<file path="src/hw/hub75_pkg.sv">
/* Shared constants for the HUB75 panel driver: panel geometry, scan timing,
   link opcodes and the two decodings of a received byte. Referenced by scoped name. */
package hub75_pkg;

    // panel geometry
    localparam int PANEL_WIDTH  = 32;
    localparam int PANEL_HEIGHT = 16;
    localparam int HALF_ROWS    = PANEL_HEIGHT / 2;
    localparam int COL_BITS     = $clog2(PANEL_WIDTH);
    localparam int ROW_BITS     = $clog2(HALF_ROWS);
    localparam int ADDR_BITS    = 1 + ROW_BITS + COL_BITS; // half select on top

    // color depth, one brightness plane per color bit
    localparam int COLOR_BITS = 2;
    localparam int PLANES     = COLOR_BITS;
    localparam int PLANE_BITS = (PLANES > 1) ? $clog2(PLANES) : 1;
    localparam int PIXEL_BITS = 3 * COLOR_BITS; // {r, g, b}

    // serial link
    localparam int TICKS_PER_BIT = 8;
    localparam int TICK_BITS     = $clog2(TICKS_PER_BIT);

    // scan cadence
    localparam int COL_CYCLES = 4;
    localparam int PHASE_BITS = $clog2(COL_CYCLES);
    localparam int ON_BASE    = 8; // plane p is lit ON_BASE << p cycles
    localparam int ON_BITS    = $clog2(ON_BASE << (PLANES - 1));

    // command opcodes, top two bits of a header byte
    localparam logic [1:0] OP_NOP    = 2'd0;
    localparam logic [1:0] OP_ROW    = 2'd1;
    localparam logic [1:0] OP_BRIGHT = 2'd2;
    localparam logic [1:0] OP_RGB    = 2'd3;

    // one link byte, read as a header or as a pixel
    typedef union packed {
        logic [7:0] raw;
        struct packed {
            logic [1:0] op;
            logic [5:0] arg;
        } cmd;
        struct packed {
            logic [1:0]            pad;
            logic [COLOR_BITS-1:0] r;
            logic [COLOR_BITS-1:0] g;
            logic [COLOR_BITS-1:0] b;
        } pix;
    } link_byte_u;

endpackage

</file>
<file path="src/hw/command_decoder.sv">
/* Command controller for the link. Header bytes set the enables or open a row;
   the 32 bytes after OP_ROW are written to the framebuffer as pixels. */
`timescale 1ns/1ps

module command_decoder (
    input  logic                             clk_root,
    input  logic                             rst,
    input  logic [7:0]                       rx_data,
    input  logic                             rx_valid,
    output logic                             wr_en,
    output logic [hub75_pkg::ADDR_BITS-1:0]  wr_addr,
    output logic [hub75_pkg::PIXEL_BITS-1:0] wr_data,
    output logic [2:0]                       rgb_enable,
    output logic [hub75_pkg::PLANES-1:0]     bright_enable
);

    hub75_pkg::link_byte_u                         byte_in;
    logic                                          row_active; // collecting pixels
    logic [$clog2(hub75_pkg::PANEL_HEIGHT)-1:0]    row_sel;
    logic [hub75_pkg::COL_BITS-1:0]                col_cnt;

    assign byte_in = rx_data;

    always_ff @(posedge clk_root) begin
        if (rst) begin
            wr_en         <= 1'b0;
            row_active    <= 1'b0;
            col_cnt       <= '0;
            rgb_enable    <= 3'b111;
            bright_enable <= '1;
        end else begin
            wr_en <= 1'b0;
            if (rx_valid) begin
                if (row_active) begin
                    // every byte here is a pixel, headers included
                    wr_en   <= 1'b1;
                    col_cnt <= col_cnt + 1'b1;
                    if (col_cnt == hub75_pkg::COL_BITS'(hub75_pkg::PANEL_WIDTH - 1)) begin
                        row_active <= 1'b0;
                    end
                end else begin
                    case (byte_in.cmd.op)
                        hub75_pkg::OP_ROW: begin
                            row_active <= 1'b1;
                            col_cnt    <= '0;
                        end
                        hub75_pkg::OP_BRIGHT: begin
                            bright_enable <= byte_in.cmd.arg[hub75_pkg::PLANES-1:0];
                        end
                        hub75_pkg::OP_RGB: begin
                            rgb_enable <= byte_in.cmd.arg[2:0]; // r g b
                        end
                        hub75_pkg::OP_NOP: ; // filler byte
                        default: ;
                    endcase
                end
            end
        end
    end

    // write payload, qualified by wr_en
    always_ff @(posedge clk_root) begin
        if (rx_valid) begin
            if (!row_active && byte_in.cmd.op == hub75_pkg::OP_ROW) begin
                row_sel <= byte_in.cmd.arg[hub75_pkg::ROW_BITS:0];
            end
            wr_addr <= {row_sel, col_cnt}; // row msb picks the half
            wr_data <= {byte_in.pix.r, byte_in.pix.g, byte_in.pix.b};
        end
    end

    // only the last column of a row is written after the row has closed
    a_write_in_row: assert property (@(posedge clk_root) disable iff (rst)
        wr_en |-> row_active ||
            wr_addr[hub75_pkg::COL_BITS-1:0] ==
            hub75_pkg::COL_BITS'(hub75_pkg::PANEL_WIDTH - 1));

endmodule

</file>
<file path="src/hw/frame_ram.sv">
/* Framebuffer memory, one pixel per word. Write port from the command decoder,
   read port for the scan fetch with one cycle of read latency. */
`timescale 1ns/1ps

module frame_ram (
    input  logic                             clk_root,
    input  logic                             wr_en,
    input  logic [hub75_pkg::ADDR_BITS-1:0]  wr_addr,
    input  logic [hub75_pkg::PIXEL_BITS-1:0] wr_data,
    input  logic [hub75_pkg::ADDR_BITS-1:0]  rd_addr,
    output logic [hub75_pkg::PIXEL_BITS-1:0] rd_data
);

    logic [hub75_pkg::PIXEL_BITS-1:0] mem [2**hub75_pkg::ADDR_BITS];

    always_ff @(posedge clk_root) begin
        if (wr_en) mem[wr_addr] <= wr_data;
    end

    always_ff @(posedge clk_root) begin
        rd_data <= mem[rd_addr]; // registered read
    end

endmodule

</file>
<file path="src/hw/framebuffer_fetch.sv">
/* Pixel fetch for one shifted column: reads the top pixel, then the bottom one,
   and registers the current plane's bit of each channel, gated by the enables. */
`timescale 1ns/1ps

module framebuffer_fetch (
    input  logic                             clk_root,
    input  logic                             rst,
    input  logic                             load,
    input  logic [hub75_pkg::COL_BITS-1:0]   column,
    input  logic [hub75_pkg::ROW_BITS-1:0]   row,
    input  logic [hub75_pkg::PLANE_BITS-1:0] plane,
    input  logic [hub75_pkg::PIXEL_BITS-1:0] rd_data,
    input  logic [2:0]                       rgb_enable,
    input  logic [hub75_pkg::PLANES-1:0]     bright_enable,
    output logic [hub75_pkg::ADDR_BITS-1:0]  rd_addr,
    output logic [2:0]                       rgb1,
    output logic [2:0]                       rgb2
);

    logic                             top_phase; // rd_data holds the top pixel
    logic                             bot_phase; // rd_data holds the bottom pixel
    logic [hub75_pkg::COL_BITS-1:0]   col_q;
    logic [hub75_pkg::ROW_BITS-1:0]   row_q;
    logic [hub75_pkg::PLANE_BITS-1:0] plane_q;
    logic [hub75_pkg::PIXEL_BITS-1:0] top_q;

    // pick one plane bit per channel and apply the masks
    function automatic logic [2:0] split_pixel(
        input logic [hub75_pkg::PIXEL_BITS-1:0] pixel,
        input logic [hub75_pkg::PLANE_BITS-1:0] p,
        input logic [2:0]                       chan_en,
        input logic [hub75_pkg::PLANES-1:0]     plane_en
    );
        logic [2:0] bits;
        for (int c = 0; c < 3; c++) begin
            bits[c] = pixel[c * hub75_pkg::COLOR_BITS + p] & chan_en[c] & plane_en[p];
        end
        return bits;
    endfunction

    // top half in the load cycle, bottom half the cycle after
    assign rd_addr = load ? {1'b0, row, column} : {1'b1, row_q, col_q};

    always_ff @(posedge clk_root) begin
        if (rst) begin
            top_phase <= 1'b0;
            bot_phase <= 1'b0;
            rgb1      <= '0;
            rgb2      <= '0;
        end else begin
            top_phase <= load;
            bot_phase <= top_phase;
            if (bot_phase) begin
                rgb1 <= split_pixel(top_q, plane_q, rgb_enable, bright_enable);
                rgb2 <= split_pixel(rd_data, plane_q, rgb_enable, bright_enable);
            end
        end
    end

    always_ff @(posedge clk_root) begin
        if (load) begin
            col_q   <= column;
            row_q   <= row;
            plane_q <= plane;
        end
        if (top_phase) top_q <= rd_data; // hold until bottom arrives
    end

endmodule

</file>
<file path="src/hw/hub75_top.sv">
/* Top level of the HUB75 driver. Serial bytes from uart_rxd fill the framebuffer;
   the scan path reads it back and drives the panel pins. */
`timescale 1ns/1ps

module hub75_top (
    input  logic                           clk_root,
    input  logic                           rst,
    input  logic                           uart_rxd,
    output logic [2:0]                     rgb1,        // top half, r g b
    output logic [2:0]                     rgb2,        // bottom half
    output logic [hub75_pkg::ROW_BITS-1:0] row_address,
    output logic                           clk_pixel,
    output logic                           row_latch,
    output logic                           output_enable
);

    logic [7:0]                       rx_data;
    logic                             rx_valid;
    logic                             wr_en;
    logic [hub75_pkg::ADDR_BITS-1:0]  wr_addr;
    logic [hub75_pkg::PIXEL_BITS-1:0] wr_data;
    logic [hub75_pkg::ADDR_BITS-1:0]  rd_addr;
    logic [hub75_pkg::PIXEL_BITS-1:0] rd_data;
    logic [2:0]                       rgb_enable;
    logic [hub75_pkg::PLANES-1:0]     bright_enable;
    logic                             load;
    logic [hub75_pkg::COL_BITS-1:0]   column;
    logic [hub75_pkg::PLANE_BITS-1:0] plane;

    uart_rx uart_rx_i (
        .clk_root (clk_root),
        .rst      (rst),
        .rxd      (uart_rxd),
        .rx_data  (rx_data),
        .rx_valid (rx_valid)
    );

    command_decoder command_decoder_i (
        .clk_root      (clk_root),
        .rst           (rst),
        .rx_data       (rx_data),
        .rx_valid      (rx_valid),
        .wr_en         (wr_en),
        .wr_addr       (wr_addr),
        .wr_data       (wr_data),
        .rgb_enable    (rgb_enable),
        .bright_enable (bright_enable)
    );

    frame_ram frame_ram_i (
        .clk_root (clk_root),
        .wr_en    (wr_en),
        .wr_addr  (wr_addr),
        .wr_data  (wr_data),
        .rd_addr  (rd_addr),
        .rd_data  (rd_data)
    );

    framebuffer_fetch framebuffer_fetch_i (
        .clk_root      (clk_root),
        .rst           (rst),
        .load          (load),
        .column        (column),
        .row           (row_address), // fetch and display share the row counter
        .plane         (plane),
        .rd_data       (rd_data),
        .rgb_enable    (rgb_enable),
        .bright_enable (bright_enable),
        .rd_addr       (rd_addr),
        .rgb1          (rgb1),
        .rgb2          (rgb2)
    );

    matrix_scan matrix_scan_i (
        .clk_root      (clk_root),
        .rst           (rst),
        .load          (load),
        .column        (column),
        .row_address   (row_address),
        .plane         (plane),
        .clk_pixel     (clk_pixel),
        .row_latch     (row_latch),
        .output_enable (output_enable)
    );

endmodule

</file>
<file path="src/hw/matrix_scan.sv">
/* Scan sequencer for the panel. Shifts 32 columns per row and plane, latches the
   row, then lights it for ON_BASE << plane cycles before blanking and moving on. */
`timescale 1ns/1ps

module matrix_scan (
    input  logic                             clk_root,
    input  logic                             rst,
    output logic                             load,
    output logic [hub75_pkg::COL_BITS-1:0]   column,
    output logic [hub75_pkg::ROW_BITS-1:0]   row_address,
    output logic [hub75_pkg::PLANE_BITS-1:0] plane,
    output logic                             clk_pixel,
    output logic                             row_latch,
    output logic                             output_enable
);

    typedef enum logic [1:0] {SHIFT, LATCH, ON, BLANK} scan_state_t;

    scan_state_t                      state;
    logic [hub75_pkg::PHASE_BITS-1:0] phase; // cycle within a column
    logic [hub75_pkg::ON_BITS-1:0]    on_cnt;

    // strobes decoded from the state registers
    assign load          = (state == SHIFT) && (phase == '0);
    assign clk_pixel     = (state == SHIFT) &&
                           (phase == hub75_pkg::PHASE_BITS'(hub75_pkg::COL_CYCLES - 1));
    assign row_latch     = (state == LATCH);
    assign output_enable = (state == ON);

    always_ff @(posedge clk_root) begin
        if (rst) begin
            state       <= SHIFT;
            phase       <= '0;
            column      <= '0;
            row_address <= '0;
            plane       <= '0;
            on_cnt      <= '0;
        end else begin
            case (state)
                SHIFT: begin
                    phase <= phase + 1'b1; // wraps after the last column cycle
                    if (clk_pixel) begin
                        if (column == hub75_pkg::COL_BITS'(hub75_pkg::PANEL_WIDTH - 1)) begin
                            column <= '0;
                            state  <= LATCH;
                        end else begin
                            column <= column + 1'b1;
                        end
                    end
                end
                LATCH: begin
                    // on time doubles with each plane
                    on_cnt <= hub75_pkg::ON_BITS'((hub75_pkg::ON_BASE << plane) - 1);
                    state  <= ON;
                end
                ON: begin
                    if (on_cnt == '0) begin
                        state <= BLANK;
                    end else begin
                        on_cnt <= on_cnt - 1'b1;
                    end
                end
                BLANK: begin
                    // next plane, or plane 0 of the next row
                    if (plane == hub75_pkg::PLANE_BITS'(hub75_pkg::PLANES - 1)) begin
                        plane       <= '0;
                        row_address <= row_address + 1'b1; // wraps after the last half-row
                    end else begin
                        plane <= plane + 1'b1;
                    end
                    state <= SHIFT;
                end
                default: state <= SHIFT;
            endcase
        end
    end

    // one dark cycle after the on time, then shifting restarts at column 0
    a_blank_then_shift: assert property (@(posedge clk_root) disable iff (rst)
        $fell(output_enable) |=> load && column == '0);

endmodule

</file>
<file path="src/hw/uart_rx.sv">
/* 8N1 receiver for the control link. Oversamples rxd at TICKS_PER_BIT clocks per
   bit and pulses rx_valid for one cycle per byte that ends in a good stop bit. */
`timescale 1ns/1ps

module uart_rx (
    input  logic       clk_root,
    input  logic       rst,
    input  logic       rxd,
    output logic [7:0] rx_data,
    output logic       rx_valid
);

    typedef enum logic [1:0] {IDLE, START, DATA, STOP} rx_state_t;

    rx_state_t                      state;
    logic                           rx_meta;
    logic                           rx_sync;
    logic                           rx_prev;
    logic [hub75_pkg::TICK_BITS-1:0] tick_cnt;
    logic [2:0]                     bit_cnt;
    logic [7:0]                     shift_reg;
    logic                           start_edge;

    assign start_edge = rx_prev & ~rx_sync; // falling edge on the synced line

    always_ff @(posedge clk_root) begin
        if (rst) begin
            rx_meta  <= 1'b1; // line idles high
            rx_sync  <= 1'b1;
            rx_prev  <= 1'b1;
            state    <= IDLE;
            tick_cnt <= '0;
            bit_cnt  <= '0;
            rx_valid <= 1'b0;
        end else begin
            rx_meta  <= rxd;
            rx_sync  <= rx_meta;
            rx_prev  <= rx_sync;
            rx_valid <= 1'b0;
            case (state)
                IDLE: if (start_edge) begin
                    // the sync stages already ate part of the half bit
                    tick_cnt <= hub75_pkg::TICK_BITS'(hub75_pkg::TICKS_PER_BIT / 2 - 3);
                    state    <= START;
                end
                START: begin
                    if (tick_cnt != '0) begin
                        tick_cnt <= tick_cnt - 1'b1;
                    end else if (rx_sync) begin
                        state <= IDLE; // glitch, not a start bit
                    end else begin
                        tick_cnt <= hub75_pkg::TICK_BITS'(hub75_pkg::TICKS_PER_BIT - 1);
                        bit_cnt  <= '0;
                        state    <= DATA;
                    end
                end
                DATA: begin
                    if (tick_cnt != '0) begin
                        tick_cnt <= tick_cnt - 1'b1;
                    end else begin
                        tick_cnt <= hub75_pkg::TICK_BITS'(hub75_pkg::TICKS_PER_BIT - 1);
                        bit_cnt  <= bit_cnt + 1'b1;
                        if (bit_cnt == 3'd7) state <= STOP;
                    end
                end
                STOP: begin
                    if (tick_cnt != '0) begin
                        tick_cnt <= tick_cnt - 1'b1;
                    end else begin
                        rx_valid <= rx_sync; // framing error drops the byte
                        state    <= IDLE;
                    end
                end
                default: state <= IDLE;
            endcase
        end
    end

    // data path, lsb first
    always_ff @(posedge clk_root) begin
        if (state == DATA && tick_cnt == '0) shift_reg <= {rx_sync, shift_reg[7:1]};
        if (state == STOP && tick_cnt == '0) rx_data <= shift_reg;
    end

    // stop sample lands one full bit after the last data sample
    a_stop_after_data: assert property (@(posedge clk_root) disable iff (rst)
        rx_valid |-> $past(state == DATA, hub75_pkg::TICKS_PER_BIT + 1));

endmodule

</file>
<file path="config.mk">
export PLATFORM = sky130hd
export DESIGN_NAME = hub75_top
export DESIGN_NICKNAME = d
export VERILOG_FILES = /design/src/hw/hub75_pkg.sv /design/src/hw/command_decoder.sv /design/src/hw/frame_ram.sv /design/src/hw/framebuffer_fetch.sv /design/src/hw/hub75_top.sv /design/src/hw/matrix_scan.sv /design/src/hw/uart_rx.sv
export SDC_FILE = /design/constraint.sdc
export NUM_CORES = 2
export LEC_CHECK = 0
export ABC_AREA = 0
export BUFFER_PORTS_ARGS = -buffer_cell sky130_fd_sc_hd__buf_4
export CORE_UTILIZATION = 40
export CTS_CLUSTER_DIAMETER = 150
export DETAILED_ROUTE_END_ITERATION = 7
export GPL_TIMING_DRIVEN = 1
export SLEW_MARGIN = 20
export SYNTH_ARGS = -nofsm -noshare
export SYNTH_HDL_FRONTEND = slang
export SYNTH_SLANG_ARGS = --single-unit
export TNS_END_PERCENT = 20
</file>
<file path="constraint.sdc">
create_clock -name clk_root -period 7.6 [get_ports clk_root]
set_input_delay 0.76 -clock clk_root [delete_from_list [all_inputs] [get_ports clk_root]]
set_output_delay 0.76 -clock clk_root [all_outputs]
set_load 0.03 [all_outputs]
</file>
==> metrics.md <==
| Metric | Value |
|---|---|
| Worst slew margin | 0.177 |
| Worst min path class | input port to register |
| Post-synth ARST share | 0 |
| Number of synthesized flops with an enable pin | 3122 |
| Fin. Hold Viols | 0 |
| Post-Layout Cell Count | 13345 |
| Peak VDD IR | 0.394 mV |
| CTS Buf Count | 316 |
| Most frequent cells in the layout | edfxtp_1 (3122), nand2_1 (2215), nand3_1 (726), nor2_1 (581), clkbuf_16 (321) |
| Critical Path End Type | register |
| Worst path cell trace | inv_1 > ha_1 > a21boi_4 > nor2_8 > buf_4 > buf_12 > mux2i_1 > a222oi_1 > nand3_1 > nand4_1 > or4_1 > nor4_1 > nor4_1 |
| Skew-Pair Late Insertion Delay | 880 ps |
| Crit path time final | 6030 ps |
| Post-synth top area share | 0.742 |
| H-tree level count | 5 |
| Worst Path Required | 8290 ps |
| Wire length per cell | 28.1 microns |
| Signal arrival time at the worst endpoint | 6730 ps |
| Status | finished clean |
| Max-Cap Viols | 0 |
| Slew Viols, Final | 0 |
| Crit path from | matrix_scan_i.state[0]$_SDFFE_PP0P_ |
| Inst Count DP | 12771 |
| Pwr dens | 361 nW/um^2 |
| Fraction of layout cells with a size suffix above 1 | 0.0836 |
| Final Setup Violations | 0 |
| GRT Util Overall | 0.232 |
| Longest Clk Path Bufs | 4 |
| Post-Syn Nets | 9071 |
| #FFs+latches synth | 3177 |
| # rows | 205 |
| DRT antenna net count | 0 |
| Reg2reg start | matrix_scan_i.state[0]$_SDFFE_PP0P_ |
| Post-CTS sizing | 0 |
| Largest net degree at the start of global routing | 184 |
| Iteration count of the initial detailed-routing pass | 6 |
| Leakage | 46.0 nW |
| Setup TNS | 0 ps |
| Final worst-path cycle share | 0.794 |
| CTS tree | yes |
| Vias | 78740 |
| # IOs | 15 |
| RSZ-0062 raised after global routing | no |
| Fmax | 0.166 GHz |
| Clock Root Buffer | clkbuf_16 |
| Netlist Area Pre-Place | 126000 sq um |
| Remaining DRCs | 0 |
| Die width | 564 microns |
| Vias in the first global route | 75086 |
| DR vias/cell | 5.90 |
| Drt total wl | 376000 microns |
| Die span in y | 564 microns |
| Initial antenna violation count | 20 |
| Grt ovf | 0 |
| Hold Startpoint | uart_rxd |
| Mean area per synthesized cell | 14.0 sq um |
| Clock sinks | 3177 |
| Routability cong. | 0.904 |
| Tightest Pin Transition | 1230 ps |
| Worst Skew | 42.8 ps |
| Crit path buf inv count | 3 |
| Worst Setup Path Type | register to register |
| Commonest non-fill, non-tap cell in the layout | edfxtp_1 |
| Total die area | 318000 sq um |
| Post-CTS Setup Bufs | 0 |
| Sequential area share after synthesis | 0.751 |
| Largest area contributor in the netlist | edfxtp_1 |
| Final core occ | 0.449 |
| CTS Hold Bufs | 0 |
| Syn Inst Count | 9048 |
| Largest regs | frame_ram_i.mem: 3072 flops, command_decoder_i.wr_addr: 9 flops |
| P&R area growth vs syn | 11.4% |
| Worst setup SP type | register |
| Starting Density | 0.404 |
| Most flop-heavy register | frame_ram_i.mem |
| Detail Placement HPWL | 225000 microns |
| Delay-heaviest family, CP | simple AND/OR/NAND/NOR gates |
| Clock Pin Slew Worst Setup and Hold Paths | 60 ps |
| Max FFs per register | 3072 |
| Nets@finish | 8972 |
| Synth cell types | 80 |
| Syn. warnings | 0 |
| Primary FF master, synth | edfxtp_1 |
| Number of port buffers | 14 |
| Most frequent CP cell | nor4_1 |
| Iter 0 DRT Violations | 11791 |
| CP Max Fanout | 93 |
| Placeable Area | 313000 sq um |
| Area contributors post-synth | edfxtp_1 (74%), nand2_1 (6.6%), nand3_1 (2.9%) |
| Slowest-stage cell, CP | nor4_1 |
| CP peak stage delay | 860 ps |
| First-pass GRT wire length | 538000 microns |
## report_power, final
group | leakage (nW) | internal (mW) | switching (mW) | total, mW
Clock | 5.00 | 9.09 | 6.64 | 15.7
Combinational | 12.5 | 4.31 | 11.6 | 15.9
Sequential | 28.5 | 19.0 | 0.107 | 19.1
Total | 46.0 | 32.4 | 18.3 | 50.8
## synthesized netlist by cell type (7+ instances only)
cell type / n
dfxtp_1: 55
edfxtp_1: 3122
nor4_1: 21
a32o_1: 7
buf_6: 31
a311oi_1: 75
buf_4: 115
nor2_1: 587
inv_1: 17
a211oi_1: 72
and2_1: 7
ha_1: 20
a211o_1: 10
a22o_1: 17
buf_2: 294
o2111ai_1: 8
a221oi_1: 15
nor2b_1: 10
o21ai_0: 43
nand4_1: 187
a31oi_1: 206
nor3_1: 44
mux2i_1: 267
a21oi_1: 135
nand4b_1: 7
clkbuf_1: 143
mux4_2: 60
a22oi_1: 30
nand2_1: 2230
and3_1: 108
nand3_1: 730
mux2_2: 9
buf_1: 26
a32oi_1: 199
o22ai_1: 9
a222oi_1: 20
## path summary, 6_finish.rpt
kind,to,slack (ps),cells after the start
worst max register to register,frame_ram_i.rd_data[1]$_DFF_P_,1570,13
worst min-delay path,uart_rx_i.rx_meta$_SDFF_PP1_,100,2
worst max-delay path,frame_ram_i.rd_data[1]$_DFF_P_,1570,13
worst min register to register,uart_rx_i.rx_sync$_SDFF_PP1_,410,1
## kinds of logic after synthesis
kind of cell / count (synthesis) / share of synthesized area
AOI/OAI and AO/OA: 903 / 0.0523
buffers and inverters: 632 / 0.0275
xor gates and xnor gates: 7 / 0.000486
and+or+nand+nor: 3973 / 0.134
DFF: 3177 / 0.751
muxes: 336 / 0.0327
adders and majority gates: 20 / 0.00198
## stage by stage
step / instance area (sq um) / total power [mW] / hold WS, ps / worst slack [ps]
final: 141000 / 50.8 / 98.9 / 1570
after global routing: 141000 / 52.3 / 94.4 / 1420
after CTS: 141000 / 50.6 / 62.1 / 1710
after detailed placement: 130000 / 35.1 / 401 / 1750
after global placement: 130000 / 35.0 / 402 / 1690
after floorplan: 126000 / 29.5 / 389 / 6.85
## worst register-to-register path: stages (launching register included)
cell,delay [ps]
dfxtp_1,350
inv_1,110
ha_1,850
a21boi_4,200
nor2_8,710
buf_4,450
buf_12,390
mux2i_1,430
a222oi_1,180
nand3_1,130
nand4_1,400
or4_1,710
nor4_1,860
nor4_1,100
## layout make-up
class	count	area, sq um
fill	27330	172000
sequential	3177	94900
multi-input combinational	5239	28300
clock buffer	400	8410
tap	4140	5180
timing repair buffer	197	1980
clock inverter	164	1850
inverter	18	67.6
antenna	10	25.0
## layer usage
layer  up-vias  routed length [microns]  share of wire  global-route usage
li1      33768                        -              -                   -
met2      4430                   169000           0.45               0.354
met5         -                       86        0.00023                   0
met4        12                    16000          0.042              0.0922
met3       736                    39900           0.11              0.0469
met1     39794                   150000           0.40               0.325
Power figures use the tool's default switching activity.
